===== src/rv_exec_pkg.sv =====
`default_nettype none

package rv_exec_pkg;

   localparam int XLEN   = 64;
   localparam int REG_AW = 5;

   // Major opcodes of the RV64I encodings handled by the decoder
   localparam logic [6:0] OPC_LUI    = 7'b0110111;
   localparam logic [6:0] OPC_AUIPC  = 7'b0010111;
   localparam logic [6:0] OPC_JAL    = 7'b1101111;
   localparam logic [6:0] OPC_JALR   = 7'b1100111;
   localparam logic [6:0] OPC_BRANCH = 7'b1100011;
   localparam logic [6:0] OPC_OP_IMM = 7'b0010011;
   localparam logic [6:0] OPC_OP     = 7'b0110011;

   // Immediate forms share the register-form operations
   typedef enum logic [4:0] {
      ALU_NONE,
      ALU_LUI,
      ALU_AUIPC,
      ALU_JAL,
      ALU_JALR,
      ALU_ADD,
      ALU_SUB,
      ALU_AND,
      ALU_OR,
      ALU_XOR,
      ALU_SLL,
      ALU_SRL,
      ALU_BEQ,
      ALU_BNE,
      ALU_BLT,
      ALU_BGE,
      ALU_BLTU,
      ALU_BGEU
   } alu_op_e;

   typedef struct packed {
      alu_op_e           op;
      logic [REG_AW-1:0] rd;
      logic [REG_AW-1:0] rs1;
      logic [REG_AW-1:0] rs2;
      logic [XLEN-1:0]   imm;
      logic              use_imm;
      logic              wr_rd;
      logic [XLEN-1:0]   pc;
   } dec_s;

   typedef struct packed {
      logic [REG_AW-1:0] rd;
      logic [XLEN-1:0]   data;
   } wb_s;

endpackage

`default_nettype wire


===== src/rv_regfile.sv =====
`default_nettype none
`timescale 1ns/1ps

module rv_regfile (
   input  logic                           i_clk,
   input  logic                           i_rst_n,
   input  logic [rv_exec_pkg::REG_AW-1:0] i_rs1,
   input  logic [rv_exec_pkg::REG_AW-1:0] i_rs2,
   output logic [rv_exec_pkg::XLEN-1:0]   o_rs1_data,
   output logic [rv_exec_pkg::XLEN-1:0]   o_rs2_data,
   input  logic                           i_we,
   input  rv_exec_pkg::wb_s               i_wr
);

   import rv_exec_pkg::*;

   localparam int NREGS = 2 ** REG_AW;

   logic [XLEN-1:0] regs [NREGS];

   always_ff @(posedge i_clk or negedge i_rst_n) begin
      if (!i_rst_n) begin
         for (int i = 0; i < NREGS; i++) begin
            regs[i] <= '0;
         end
      end else if (i_we && (i_wr.rd != '0)) begin
         regs[i_wr.rd] <= i_wr.data;
      end
   end

   // x0 reads as zero whatever the array holds
   assign o_rs1_data = (i_rs1 == '0) ? '0 : regs[i_rs1];
   assign o_rs2_data = (i_rs2 == '0) ? '0 : regs[i_rs2];

   a_wr_rd_known : assert property (
      @(posedge i_clk) disable iff (!i_rst_n)
      i_we |-> !$isunknown(i_wr.rd)
   ) else $error("register write with unknown rd");

endmodule

`default_nettype wire


===== config.mk =====
export PLATFORM = sky130hd
export DESIGN_NAME = rv_regfile
export DESIGN_NICKNAME = d
export VERILOG_FILES = /design/src/rv_exec_pkg.sv /design/src/rv_regfile.sv
export SDC_FILE = /design/constraint.sdc
export NUM_CORES = 2
export LEC_CHECK = 0
export BUFFER_PORTS_ARGS = -buffer_cell sky130_fd_sc_hd__buf_2
export CAP_MARGIN = 20
export CORE_AREA = 2 2 432 434
export CTS_BUF_LIST = sky130_fd_sc_hd__clkbuf_8
export CTS_CLUSTER_SIZE = 8
export DETAILED_ROUTE_END_ITERATION = 10
export DIE_AREA = 0 0 434 436
export PLACE_DENSITY = 0.77
export SLEW_MARGIN = 20
export SYNTH_ARGS = -nofsm -noshare
export SYNTH_HDL_FRONTEND = slang
export SYNTH_SLANG_ARGS = --single-unit
export TNS_END_PERCENT = 30

===== constraint.sdc =====
create_clock -name i_clk -period 2.4 [get_ports i_clk]
set_clock_uncertainty 0.15 [all_clocks]
set_input_delay 0.24 -clock i_clk [delete_from_list [all_inputs] [get_ports i_clk]]
set_output_delay 0.24 -clock i_clk [all_outputs]
set_load 0.05 [all_outputs]

==> results.json <==
{
  "outcome": "complete, but fails checks",
  "violations": "setup timing",
  "io_pins": 210,
  "hold_violations": 0,
  "hold_path.class": "input port to flop",
  "final_util": 0.6946,
  "startpoint": "regs[1048]$_DFFE_PN0P_",
  "drv_cap": 0,
  "yosysUniqueCellTypes": 48,
  "crit_fanout": 2,
  "slew_violations": 0,
  "rsz0062_at_grt": "true",
  "setup_viol": 129,
  "cp_num_buf_inv": 1,
  "die_area_mm2": 0.1892,
  "met1_length_um": 127500,
  "place_congestion": 0.8789,
  "drtPass1Iterations": 6,
  "cts_buffer_depth": 4,
  "crit_path_end_kind": "output port",
  "drc": 0,
  "min_period_ps": 3377,
  "portBuffers": 209,
  "ys_seq_area_frac": 0.4727,
  "ir_drop_mv": 0.7303,
  "clkSinkCount": 2048,
  "wl_met2_um": 159300,
  "syn_to_final_growth_pct": 18.29,
  "synthArstFlopShare": 1.000,
  "cp-start-kind": "flop",
  "routed_wl_um": 336700,
  "synth_warnings": 0,
  "cts_tree": "built",
  "die_x_um": 434,
  "start_util": 0.5872,
  "synth_flop_cell": "dfrtp_1",
  "critical-path-top-delay-family": "multiplexers",
  "grt_pass1_wl_um": 498500,
  "grt_max_degree": 97,
  "numCtsBuffers": 359,
  "fillCellCount": 12077,
  "htreeDepth": 5,
  "drt-wirelength-per-cell_um": 32.75,
  "dr.max_layer_used": "met5",
  "largest_register_ffs": 2048,
  "hpwl_um": 210300,
  "grt_pass1_vias": 74664,
  "num_vias": 71673,
  "synthXorXnorAreaFrac": 0,
  "p_leak_nw": 56.97,
  "nets": 7634,
  "path_class": "flop to output port",
  "fmax_ghz": 0.2961,
  "syn_inst": 6963,
  "timing.hold.ws_ps": 204.2,
  "cp.required_ps": 2010,
  "slew_headroom": 0.2666,
  "max_stage_delay_ps": 590,
  "min_from": "i_wr[15]",
  "core_mm2": 0.1846,
  "crit_chain": "mux4_2 -> mux2i_1 -> nor2_1 -> or4_4 -> buf_12",
  "die-height_um": 436,
  "cts.clk_slew.worst_paths_ps": 70,
  "fin_crit_sh": 1.407,
  "fin_ws_ps": -976.9,
  "synth-seq-cells": 2048,
  "drive_above_1_share": 0.5944,
  "ant_nets": 0,
  "grt_antenna_before_repair": 14,
  "largest-register": "regs",
  "reg.largest.list": "regs x2048",
  "synth-compound-area-share": 0.02136,
  "wl_met3_um": 30010,
  "clock_latency_ps": 1020,
  "synth-simple-area-share": 0.01409,
  "synth.avg_cell_area_um2": 15.57,
  "drt_iter0_markers": 7988,
  "r2r_start": "regs[1230]$_DFFE_PN0P_",
  "p_per_area_mw_per_mm2": 808.9,
  "synth_top_family_by_area": "multiplexers",
  "clockRootBuffer": "clkbuf_8",
  "overflow": 0,
  "via_per_inst": 6.971,
  "syn-cell-area_mm2": 0.1084,
  "num_rows": 158,
  "crit_arrival_ps": 2990,
  "crit_slowest_cell": "or4_4",
  "synth_adder_area_share": 0,
  "tightestPinTransition_ps": 1095,
  "synth_nets": 7045,
  "grt_usage": 0.3587,
  "muxShareOfSynthArea": 0.4591,
  "synth_edf_count": 0
}
per-layer routing:
metal / up-vias / GRT usage
met5: - / 0
met4: 2 / 0.1929
met3: 1073 / 0.07744
met2: 4002 / 0.5523
met1: 38435 / 0.4807
li1: 28161 / -
report_power, final:
| part | switching, mW | internal (mW) | leakage (nW) |
|---|---|---|---|
| registers | 5.03 | 41.1 | 26.3 |
| logic | 10.7 | 15.1 | 26.7 |
| clock network | 14.5 | 17.3 | 4.02 |
layout by cell type (no fill, tap or decap), types with 76 or more instances in the layout:
| master | synthesis | layout |
|---|---|---|
| buf_12 | 0 | 278 |
| buf_4 | 26 | 494 |
| buf_6 | 10 | 92 |
| clkbuf_8 | 0 | 453 |
| dfrtp_1 | 2048 | 2048 |
| dlygate4sd3_1 | 0 | 76 |
| inv_1 | 0 | 105 |
| mux2_2 | 2008 | 1992 |
| mux2i_1 | 520 | 487 |
| mux4_2 | 968 | 968 |
| o22ai_1 | 182 | 169 |
area by class of cell:
cell class / instances / area [um2] / area share
antenna: 8 / 20.02 / 0.0001561
tap: 2480 / 3103 / 0.02419
sequential: 2048 / 51250 / 0.3996
timing repair buffer: 1035 / 11800 / 0.09196
multi-input combinational: 4108 / 55100 / 0.4296
clock buffer: 452 / 6221 / 0.04850
clock inverter: 151 / 772.0 / 0.006019
worst reg2reg max path, stage by stage (launching register included):
cell and delay (ps):
dfrtp_1 390, mux2_2 260, dlygate4sd3_1 550
worst paths after layout:
kind	endpoint	slack [ps]	depth (start not counted)
worst min-delay path	regs[1487]$_DFFE_PN0P_	200	3
worst min register to register	regs[1994]$_DFFE_PN0P_	220	0
worst max register to register	regs[1230]$_DFFE_PN0P_	940	2
min in group asynchronous	regs[1865]$_DFFE_PN0P_	470	4
max in group asynchronous	regs[1215]$_DFFE_PN0P_	910	5
worst max-delay path	o_rs2_data[24]	-980	5
cells in the mapped netlist (14+ instances only):
| master | count | area, um2 |
|---|---|---|
| dfrtp_1 | 2048 | 51250 |
| mux2_2 | 2008 | 22610 |
| mux4_2 | 968 | 21800 |
| mux2i_1 | 520 | 5205 |
| clkbuf_1 | 434 | 1629 |
| buf_2 | 286 | 1431 |
| o22ai_1 | 182 | 1139 |
| or2_1 | 71 | 444.2 |
| buf_1 | 51 | 191.4 |
| nand2_1 | 40 | 150.1 |
| nor2b_1 | 39 | 244.0 |
| nor2_1 | 30 | 112.6 |
| a22oi_1 | 26 | 195.2 |
| buf_4 | 26 | 195.2 |
| nor3_1 | 17 | 85.08 |
| o22a_1 | 17 | 148.9 |
| a211oi_1 | 14 | 105.1 |
| mux2_1 | 14 | 157.7 |
| nand2b_1 | 14 | 87.58 |
cell families after synthesis:
kind of cell           count (synthesis)
multiplexers                        3510
flip-flops                          2048
buffers and inverters                807
AO/OA/AOI/OAI                        328
AND/OR/NAND/NOR                      270
stage by stage:
step	instances	area, um2	power (mW)	TNS (ps)	setup WS (ps)
after CTS	10260	127800	103.5	-96720	-1034
after detailed placement	9540	118600	70.51	-44290	-550.4
after global placement	9540	118600	69.20	-43690	-537.4
after global routing	10280	128300	107.8	-98040	-1025
final	10282	128300	103.7	-86740	-976.9
after floorplan	6963	109000	62.51	-6337	-110.9
repair_timing:
action	CTS	global route
setup endpoints to repair	128	169
pin swaps	105	47
hold endpoints to repair	4032	0
hold buffers	78	0
gates resized for setup	298	73
buffers inserted	42	17
Power figures use the tool's default switching activity.
