==> config.mk <==
export PLATFORM = sky130hd
export DESIGN_NAME = rv_decode
export DESIGN_NICKNAME = d
export VERILOG_FILES = /design/src/rv_exec_pkg.sv /design/src/rv_decode.sv
export SDC_FILE = /design/constraint.sdc
export NUM_CORES = 1
export LEC_CHECK = 0
export ABC_AREA = 1
export BUFFER_PORTS_ARGS = -buffer_cell sky130_fd_sc_hd__clkbuf_2
export CAP_MARGIN = 25
export CORE_AREA = 5 5 92 94
export DETAILED_ROUTE_END_ITERATION = 10
export DIE_AREA = 0 0 97 99
export PLACE_DENSITY = 0.68
export SYNTH_ARGS = -nofsm -noshare
export SYNTH_HDL_FRONTEND = slang
export SYNTH_SLANG_ARGS = --single-unit
==> constraint.sdc <==
create_clock -name vclk -period 4.25
set_clock_uncertainty 0.15 [all_clocks]
set_input_delay 0.85 -clock vclk [all_inputs]
set_output_delay 0.85 -clock vclk [all_outputs]
set_load 0.01 [all_outputs]
==> src/rv_exec_pkg.sv <==
`default_nettype none

package rv_exec_pkg;

   localparam int XLEN   = 64;
   localparam int REG_AW = 5;

   // Major opcodes of the RV64I encodings handled by the decoder
   localparam logic [6:0] OPC_LUI    = 7'b0110111;
   localparam logic [6:0] OPC_AUIPC  = 7'b0010111;
   localparam logic [6:0] OPC_JAL    = 7'b1101111;
   localparam logic [6:0] OPC_JALR   = 7'b1100111;
   localparam logic [6:0] OPC_BRANCH = 7'b1100011;
   localparam logic [6:0] OPC_OP_IMM = 7'b0010011;
   localparam logic [6:0] OPC_OP     = 7'b0110011;

   // Immediate forms share the register-form operations
   typedef enum logic [4:0] {
      ALU_NONE,
      ALU_LUI,
      ALU_AUIPC,
      ALU_JAL,
      ALU_JALR,
      ALU_ADD,
      ALU_SUB,
      ALU_AND,
      ALU_OR,
      ALU_XOR,
      ALU_SLL,
      ALU_SRL,
      ALU_BEQ,
      ALU_BNE,
      ALU_BLT,
      ALU_BGE,
      ALU_BLTU,
      ALU_BGEU
   } alu_op_e;

   typedef struct packed {
      alu_op_e           op;
      logic [REG_AW-1:0] rd;
      logic [REG_AW-1:0] rs1;
      logic [REG_AW-1:0] rs2;
      logic [XLEN-1:0]   imm;
      logic              use_imm;
      logic              wr_rd;
      logic [XLEN-1:0]   pc;
   } dec_s;

   typedef struct packed {
      logic [REG_AW-1:0] rd;
      logic [XLEN-1:0]   data;
   } wb_s;

endpackage

`default_nettype wire

==> src/rv_decode.sv <==
`default_nettype none
`timescale 1ns/1ps

module rv_decode (
   input  logic [31:0]                  i_instr,
   input  logic [rv_exec_pkg::XLEN-1:0] i_pc,
   output rv_exec_pkg::dec_s            o_dec
);

   import rv_exec_pkg::*;

   localparam logic [6:0] F7_BASE = 7'b0000000;
   localparam logic [6:0] F7_ALT  = 7'b0100000;

   logic [6:0]      opcode;
   logic [2:0]      funct3;
   logic [6:0]      funct7;
   logic [XLEN-1:0] imm_i;
   logic [XLEN-1:0] imm_u;
   logic [XLEN-1:0] imm_b;
   logic [XLEN-1:0] imm_j;

   assign opcode = i_instr[6:0];
   assign funct3 = i_instr[14:12];
   assign funct7 = i_instr[31:25];

   // Sign-extended immediates for each format
   assign imm_i = {{52{i_instr[31]}}, i_instr[31:20]};
   assign imm_u = {{32{i_instr[31]}}, i_instr[31:12], 12'b0};
   assign imm_b = {{51{i_instr[31]}}, i_instr[31], i_instr[7], i_instr[30:25],
                   i_instr[11:8], 1'b0};
   assign imm_j = {{43{i_instr[31]}}, i_instr[31], i_instr[19:12], i_instr[20],
                   i_instr[30:21], 1'b0};

   always_comb begin
      o_dec     = '0;
      o_dec.op  = ALU_NONE;
      o_dec.rd  = i_instr[11:7];
      o_dec.rs1 = i_instr[19:15];
      o_dec.rs2 = i_instr[24:20];
      o_dec.pc  = i_pc;

      case (opcode)
         OPC_LUI: begin
            o_dec.op  = ALU_LUI;
            o_dec.imm = imm_u;
         end
         OPC_AUIPC: begin
            o_dec.op  = ALU_AUIPC;
            o_dec.imm = imm_u;
         end
         OPC_JAL: begin
            o_dec.op  = ALU_JAL;
            o_dec.imm = imm_j;
         end
         OPC_JALR: begin
            if (funct3 == 3'b000) o_dec.op = ALU_JALR;
            o_dec.imm = imm_i;
         end
         OPC_BRANCH: begin
            o_dec.imm = imm_b;
            case (funct3)
               3'b000:  o_dec.op = ALU_BEQ;
               3'b001:  o_dec.op = ALU_BNE;
               3'b100:  o_dec.op = ALU_BLT;
               3'b101:  o_dec.op = ALU_BGE;
               3'b110:  o_dec.op = ALU_BLTU;
               3'b111:  o_dec.op = ALU_BGEU;
               default: o_dec.op = ALU_NONE;
            endcase
         end
         OPC_OP_IMM: begin
            o_dec.imm     = imm_i;
            o_dec.use_imm = 1'b1;
            case (funct3)
               3'b000:  o_dec.op = ALU_ADD;
               3'b111:  o_dec.op = ALU_AND;
               3'b110:  o_dec.op = ALU_OR;
               3'b100:  o_dec.op = ALU_XOR;
               3'b001:  o_dec.op = (i_instr[31:26] == 6'b0) ? ALU_SLL : ALU_NONE;
               3'b101:  o_dec.op = (i_instr[31:26] == 6'b0) ? ALU_SRL : ALU_NONE;
               default: o_dec.op = ALU_NONE;
            endcase
         end
         OPC_OP: begin
            if (funct7 == F7_BASE) begin
               case (funct3)
                  3'b000:  o_dec.op = ALU_ADD;
                  3'b111:  o_dec.op = ALU_AND;
                  3'b110:  o_dec.op = ALU_OR;
                  3'b100:  o_dec.op = ALU_XOR;
                  3'b001:  o_dec.op = ALU_SLL;
                  3'b101:  o_dec.op = ALU_SRL;
                  default: o_dec.op = ALU_NONE;
               endcase
            end else if (funct7 == F7_ALT && funct3 == 3'b000) begin
               o_dec.op = ALU_SUB;
            end
         end
         default: o_dec.op = ALU_NONE;
      endcase

      // Branches and unknown encodings leave rd untouched
      o_dec.wr_rd = !(o_dec.op inside {ALU_NONE, ALU_BEQ, ALU_BNE, ALU_BLT,
                                       ALU_BGE, ALU_BLTU, ALU_BGEU});
   end

endmodule

`default_nettype wire

==> flow_metrics.py, run 1 <==
metrics = {
    "worst_setup_path": {
        "critPathMaxFanout": 33,
        "cp_arrival_ns": 2.27,
        "critPathKind": "input pin to output pin",
        "worst-endpoint-required_ns": 3.25,
        "timing.critical_path.to_type": "output pin",
        "crit_path_start_kind": "input pin",
    },
    "detailed_routing": {
        "drt_iter0_markers": 47,
        "route.detailed.vias_per_inst": 4.011,
        "route.antenna.remaining_nets": 0,
        "firstDrtPassIters": 4,
        "wl_per_cell_um": 14.49,
        "vias": 1516,
        "detail_route.drc_violations": 0,
        "finalWirelength_mm": 5.476,
    },
    "power_and_ir_drop": {
        "max-vdd-ir-drop_mv": 0.01759,
        "p_clk_frac": 0,
        "combinational_power_share": 1.000,
        "switch_pwr_mw": 0.05420,
        "switching_share": 0.6301,
        "seq_power_share": 0,
        "leakage_component_of_the_power_nw": 1.001,
        "power.density_nw_per_um2": 57.77,
        "cell_internal_pwr_mw": 0.03181,
        "totalPowerFinal_mw": 0.08601,
    },
    "global_routing": {
        "grt.total_usage": 0.1052,
        "number_of_antenna_violations_at_the_first_check_in_global_routing": 0,
        "wire_length_of_the_first_global_routing_pass_mm": 8.376,
        "grt_max_degree": 34,
        "grt_overflow": 0,
        "grt.busiest_layer": "met2",
        "grt_met2_usage": 0.1948,
        "global_route.usage.met3": 0.04246,
        "grt.met1_usage": 0.1009,
        "vias_in_the_first_global_route": 1510,
    },
    "yosys": {
        "avgSynthCellArea_um2": 5.954,
        "yosys-top-cells-area": "sky130_fd_sc_hd__buf_4 (52%), sky130_fd_sc_hd__nand2_1 (11%), sky130_fd_sc_hd__o21ai_2 (6.0%)",
        "syn-cell-area_um2": 1602,
        "mappedNetlistNets": 365,
        "synthDominantCellAreaShare": 0.5203,
        "yosysWarningCount": 0,
        "synth_seq_area_share": 0,
        "synth_cells": 269,
        "yosysUniqueCellTypes": 22,
        "synth_area_leader_cell": "sky130_fd_sc_hd__buf_4",
    },
    "die": {
        "floorplan.initialDensity": 0.2116,
        "die_x_um": 97,
        "chipHeight_um": 99,
        "die_area_um2": 9603,
        "placementRows": 32,
        "fp.coreArea_um2": 7567,
        "boundaryPins": 246,
    },
    "layout": {
        "antenna_cells": 0,
        "ff_latch_area_um2": 0,
        "fillers": 888,
        "clockBufferCount": 0,
        "seq_cells": 0,
        "num-nets-final": 374,
        "synthToLayoutAreaGrowth_pct": -7.031,
        "share_of_layout_cells_above_drive_strength_1": 0.5507,
    },
    "hold_path": {
        "timing.hold.worst.class": "input pin to output pin",
        "worstHoldPathCells": 0,
    },
    "timing": {
        "finalSetupTns_ns": 0,
        "fin_crit_ns": 3.268,
        "timing.max_slew.rel_slack": 0.7904,
        "fmax_mhz": 306.0,
        "final-setup-viol-count": 0,
        "grt_setup_unrepaired": "no",
        "timing.hold.ws_ns": 1.550,
        "report.final.hold_viol_count": 0,
        "final_clock_period_utilization_by_the_worst_path": 0.7688,
        "drv_slew": 0,
        "worst-slew-pin-transition_ns": 0.3143,
    },
    "place": {
        "io_buffers": 118,
        "dp_hpwl_mm": 5.073,
        "globalplace.congestion": 0.8972,
    },
    "clocking": {
        "cts_resized": 0,
        "cts_post_setup_buffers_inserted": 0,
        "hold_buffers": 0,
    },
    "status": {
        "run_status": "finished clean",
    },
    "flow_run": {
        "drv.max_cap_violation_count": 0,
    },
}
-- layer usage --
| layer | part of all wire | routed length (um) |
|---|---|---|
| met5 | 0 | 0 |
| met4 | 0.051 | 277 |
| met3 | 0.13 | 698 |
| met2 | 0.50 | 2716 |
| met1 | 0.33 | 1783 |
-- power groups by stage --
stage | Combinational (mW) | Clock [mW] | Sequential, mW
6_report | 0.0860 | 0 | 0
5_1_grt | 0.0961 | 0 | 0
4_1_cts | 0.0879 | 0 | 0
3_5_place_dp | 0.0875 | 0 | 0
3_3_place_gp | 0.0868 | 0 | 0
2_1_floorplan | 0.119 | 0 | 0
-- final cells by class --
type	count	area [um2]	share of cell area
Timing Repair Buffer	120	605.6	0.4067
Inverter	27	105.1	0.07059
Multi-Input combinational cell	129	650.6	0.4370
Tap cell	102	127.6	0.08571
-- critical path, stage by stage --
cell and delay [ns]:
sky130_fd_sc_hd__clkbuf_2 0.10, sky130_fd_sc_hd__inv_1 0.07, sky130_fd_sc_hd__nand2_1 0.06, sky130_fd_sc_hd__nor2_2 0.18, sky130_fd_sc_hd__nand2_4 0.09, sky130_fd_sc_hd__nand2_2 0.11
sky130_fd_sc_hd__a21oi_4 0.06, sky130_fd_sc_hd__nand2_2 0.09, sky130_fd_sc_hd__inv_2 0.07, sky130_fd_sc_hd__a21oi_2 0.11, sky130_fd_sc_hd__buf_4 0.27, sky130_fd_sc_hd__clkbuf_2 0.20
-- logic make-up after synthesis --
logic type / after synthesis / share of synthesized area
buf+inv: 140 / 0.5961
simple gates: 99 / 0.2742
compound gates: 30 / 0.1297
-- cells in the final DEF, fill, tap and decap left out, drive strengths merged --
cell    instances
a21oi           5
a22oi           1
buf             2
clkbuf        118
clkinv          1
inv            26
nand2          56
nand3          12
nand4           1
nor2           30
o21ai          23
o21bai          1
-- synthesized netlist by cell type, drive strengths merged --
library cell  count
nor2             30
nand3            12
buf             112
clkinv            1
clkbuf            1
o21bai            1
inv              26
a22oi             1
a21oi             5
o21ai            23
nand2            56
nand4             1
-- path summary, 6_finish.rpt --
kind / start / end / slack (ns)
max: i_instr[3] / o_dec[118] / 0.98
min: i_pc[10] / o_dec[10] / 1.55
-- stage by stage --
step	utilization	cells	cell area [um2]	setup slack, ns
after floorplan	-	269	1602	0.09760
after global placement	0.1968	378	1489	1.009
after detailed placement	0.1968	378	1489	0.9606
after CTS	0.1968	378	1489	0.9612
after global routing	0.1968	378	1489	0.7419
final	0.1968	378	1489	0.9824
Power figures use the tool's default switching activity.
==> run 2, diff against run 1 <==
--- a/config.mk
+++ b/config.mk
@@ -11,7 +11,7 @@
 export CORE_AREA = 5 5 92 94
 export DETAILED_ROUTE_END_ITERATION = 10
 export DIE_AREA = 0 0 97 99
-export PLACE_DENSITY = 0.68
+export PLACE_DENSITY = 0.7
 export SYNTH_ARGS = -nofsm -noshare
 export SYNTH_HDL_FRONTEND = slang
 export SYNTH_SLANG_ARGS = --single-unit
==> constraint.sdc (replaced) <==
create_clock -name vclk -period 2.8
set_clock_uncertainty 0.15 [all_clocks]
set_input_delay 0.56 -clock vclk [all_inputs]
set_output_delay 0.56 -clock vclk [all_outputs]
set_load 0.01 [all_outputs]
==> run 2 against run 1 <==
Against the previous run: setup slack worse by 0.87 ns; die area unchanged; global-route usage down 0.28 points; core utilization up 2.3 points; largest cell class is now non-clock buffers; power up 67%; worst hold slack worse by 0.58 ns; sequential share of layout area unchanged; wire length up 2.8%; highest routed layer unchanged; largest power group unchanged.
==> flow_metrics.py, run 2 (synthesis gave the netlist of run 1 again) <==
metrics = {
    "detailed_routing": {
        "wl_per_cell_um": 14.51,
        "route.met2.wl_mm": 3.038,
        "route.detailed.vias_per_inst": 4.103,
        "route.met3.wl_um": 612,
        "finalWirelength_mm": 5.630,
        "top_signal_layer_used": "met4",
        "firstDrtPassIters": 4,
        "drt_iter0_markers": 64,
        "vias": 1592,
        "route.antenna.remaining_nets": 0,
        "route.layer.met1.wl_mm": 1.788,
        "detail_route.drc_violations": 0,
    },
    "place": {
        "globalplace.congestion": 0.7471,
        "place_area_um2": 1531,
        "io_buffers": 118,
        "dp_slack_ns": -0.003916,
        "dp_hpwl_mm": 4.950,
    },
    "layout": {
        "clockBufferCount": 0,
        "post-route-cell-area_um2": 1660,
        "ff_latch_area_um2": 0,
        "num-nets-final": 384,
        "layout.cells.most_common": "sky130_fd_sc_hd__clkbuf_2",
        "layout.cells.most_common_list": "sky130_fd_sc_hd__clkbuf_2 (110), sky130_fd_sc_hd__nand2_1 (45), sky130_fd_sc_hd__nor2_1 (23)",
        "fillers": 863,
        "share_of_layout_cells_above_drive_strength_1": 0.5839,
        "antenna_cells": 0,
        "seq_cells": 0,
        "synthToLayoutAreaGrowth_pct": 3.672,
    },
    "power_and_ir_drop": {
        "power.density_nw_per_um2": 86.67,
        "leakage_component_of_the_power_nw": 1.097,
        "max-vdd-ir-drop_mv": 0.03196,
    },
    "worst_setup_path": {
        "crit_path_start_kind": "input pin",
        "slowest_stage": "sky130_fd_sc_hd__a21oi_4",
        "cp_arrival_ns": 1.98,
        "cp_slowest_stage_delay_ns": 0.29,
        "worst-endpoint-required_ns": 2.09,
        "timing.critical_path.to_type": "output pin",
        "worstPathCellList": "clkbuf_2 -> inv_2 -> nand2_2 -> nor2_4 -> nand2_4 -> nand2_4 -> a21oi_4 -> nand2_2 -> inv_4 -> a21oi_4 -> clkbuf_16 -> clkbuf_2",
        "cell_family_with_most_cp_delay": "buffers and inverters",
        "critical_path_buf_inv_count": 5,
        "cp-endpoint": "o_dec[115]",
        "critPathKind": "input pin to output pin",
        "critical_path_start": "i_instr[3]",
        "crit_cells": 12,
        "critPathMaxFanout": 8,
    },
    "timing": {
        "final-setup-viol-count": 0,
        "worst_slack_ns": 0.1120,
        "report.final.hold_viol_count": 0,
        "fin_crit_ns": 2.688,
        "fmax_mhz": 372.0,
        "timing.max_slew.rel_slack": 0.7794,
        "worst-slew-pin-transition_ns": 0.3300,
        "drv_slew": 0,
        "final_clock_period_utilization_by_the_worst_path": 0.9600,
    },
    "die": {
        "floorplan.initialDensity": 0.2116,
        "boundaryPins": 246,
        "chipHeight_um": 99,
        "fp.coreArea_um2": 7567,
        "placementRows": 32,
        "die_area_um2": 9603,
        "die_x_um": 97,
    },
    "hold_path": {
        "worstHoldPathCells": 0,
        "timing.hold.worst.class": "input pin to output pin",
    },
    "global_routing": {
        "wire_length_of_the_first_global_routing_pass_mm": 8.017,
        "grt_max_degree": 34,
        "number_of_antenna_violations_at_the_first_check_in_global_routing": 0,
        "grt_overflow": 0,
        "vias_in_the_first_global_route": 1422,
        "grt.total_usage": 0.1024,
    },
    "flow_run": {
        "drv.max_cap_violation_count": 0,
    },
    "status": {
        "run_status": "finished clean",
    },
    "clocking": {
        "hold_buffers": 0,
    },
}
==> run 2: cell types whose count changed in the layout (fill, tap and decap cells not counted), sizes merged <==
cell,change
buf,+16
clkbuf,-6
==> run 2: area by class of cell <==
| cell class | instances | area (um2) | area share |
|---|---|---|---|
| Inverter | 27 | 107.6 | 0.06481 |
| Multi-Input combinational cell | 129 | 693.2 | 0.4175 |
| Tap cell | 102 | 127.6 | 0.07686 |
| Timing Repair Buffer | 130 | 732.0 | 0.4408 |
==> run 2: what timing repair did <==
item                       4_1_cts  5_1_grt
cloned                           0        3
setup endpoints to repair        1       33
pin swaps                        0        6
gates resized for setup          1       18
buffers inserted                 0        4
==> run 2: worst min-delay path by stage <==
stage	startpoint	endpoint	slack, ns
after floorplan	i_pc[0]	o_dec[0]	1.06
after global placement	i_pc[12]	o_dec[12]	0.97
after detailed placement	i_pc[12]	o_dec[12]	0.97
after CTS	i_pc[12]	o_dec[12]	0.97
after global routing	i_pc[13]	o_dec[13]	0.97
final	i_pc[13]	o_dec[13]	0.97
==> run 2: per-stage QoR <==
stage | hold slack [ns] | util | setup TNS, ns | power (mW) | instances
floorplan | 1.062 | - | 0 | 0.1807 | 269
CTS | 0.9701 | 0.2030 | 0 | 0.1376 | 381
global route | 0.9700 | 0.2194 | -0.1895 | 0.1596 | 388
detailed placement | 0.9701 | 0.2024 | -0.003916 | 0.1367 | 381
finish | 0.9700 | 0.2194 | 0 | 0.1439 | 388
global placement | 0.9701 | 0.2024 | 0 | 0.1344 | 381
==> run 2: routing by layer <==
| metal | track usage | vias up |
|---|---|---|
| met5 | 0 | - |
| met3 | 0.03468 | 34 |
| met2 | 0.1948 | 106 |
| met4 | 0.03240 | 0 |
| li1 | - | 756 |
| met1 | 0.1051 | 696 |
==> run 2: where the power goes <==
part	leakage [nW]	internal, mW	total (mW)	switching (mW)
sequential	0	0	0	0
combinational	1.10	0.0563	0.144	0.0876
clock	0	0	0	0
total	1.10	0.0563	0.144	0.0876
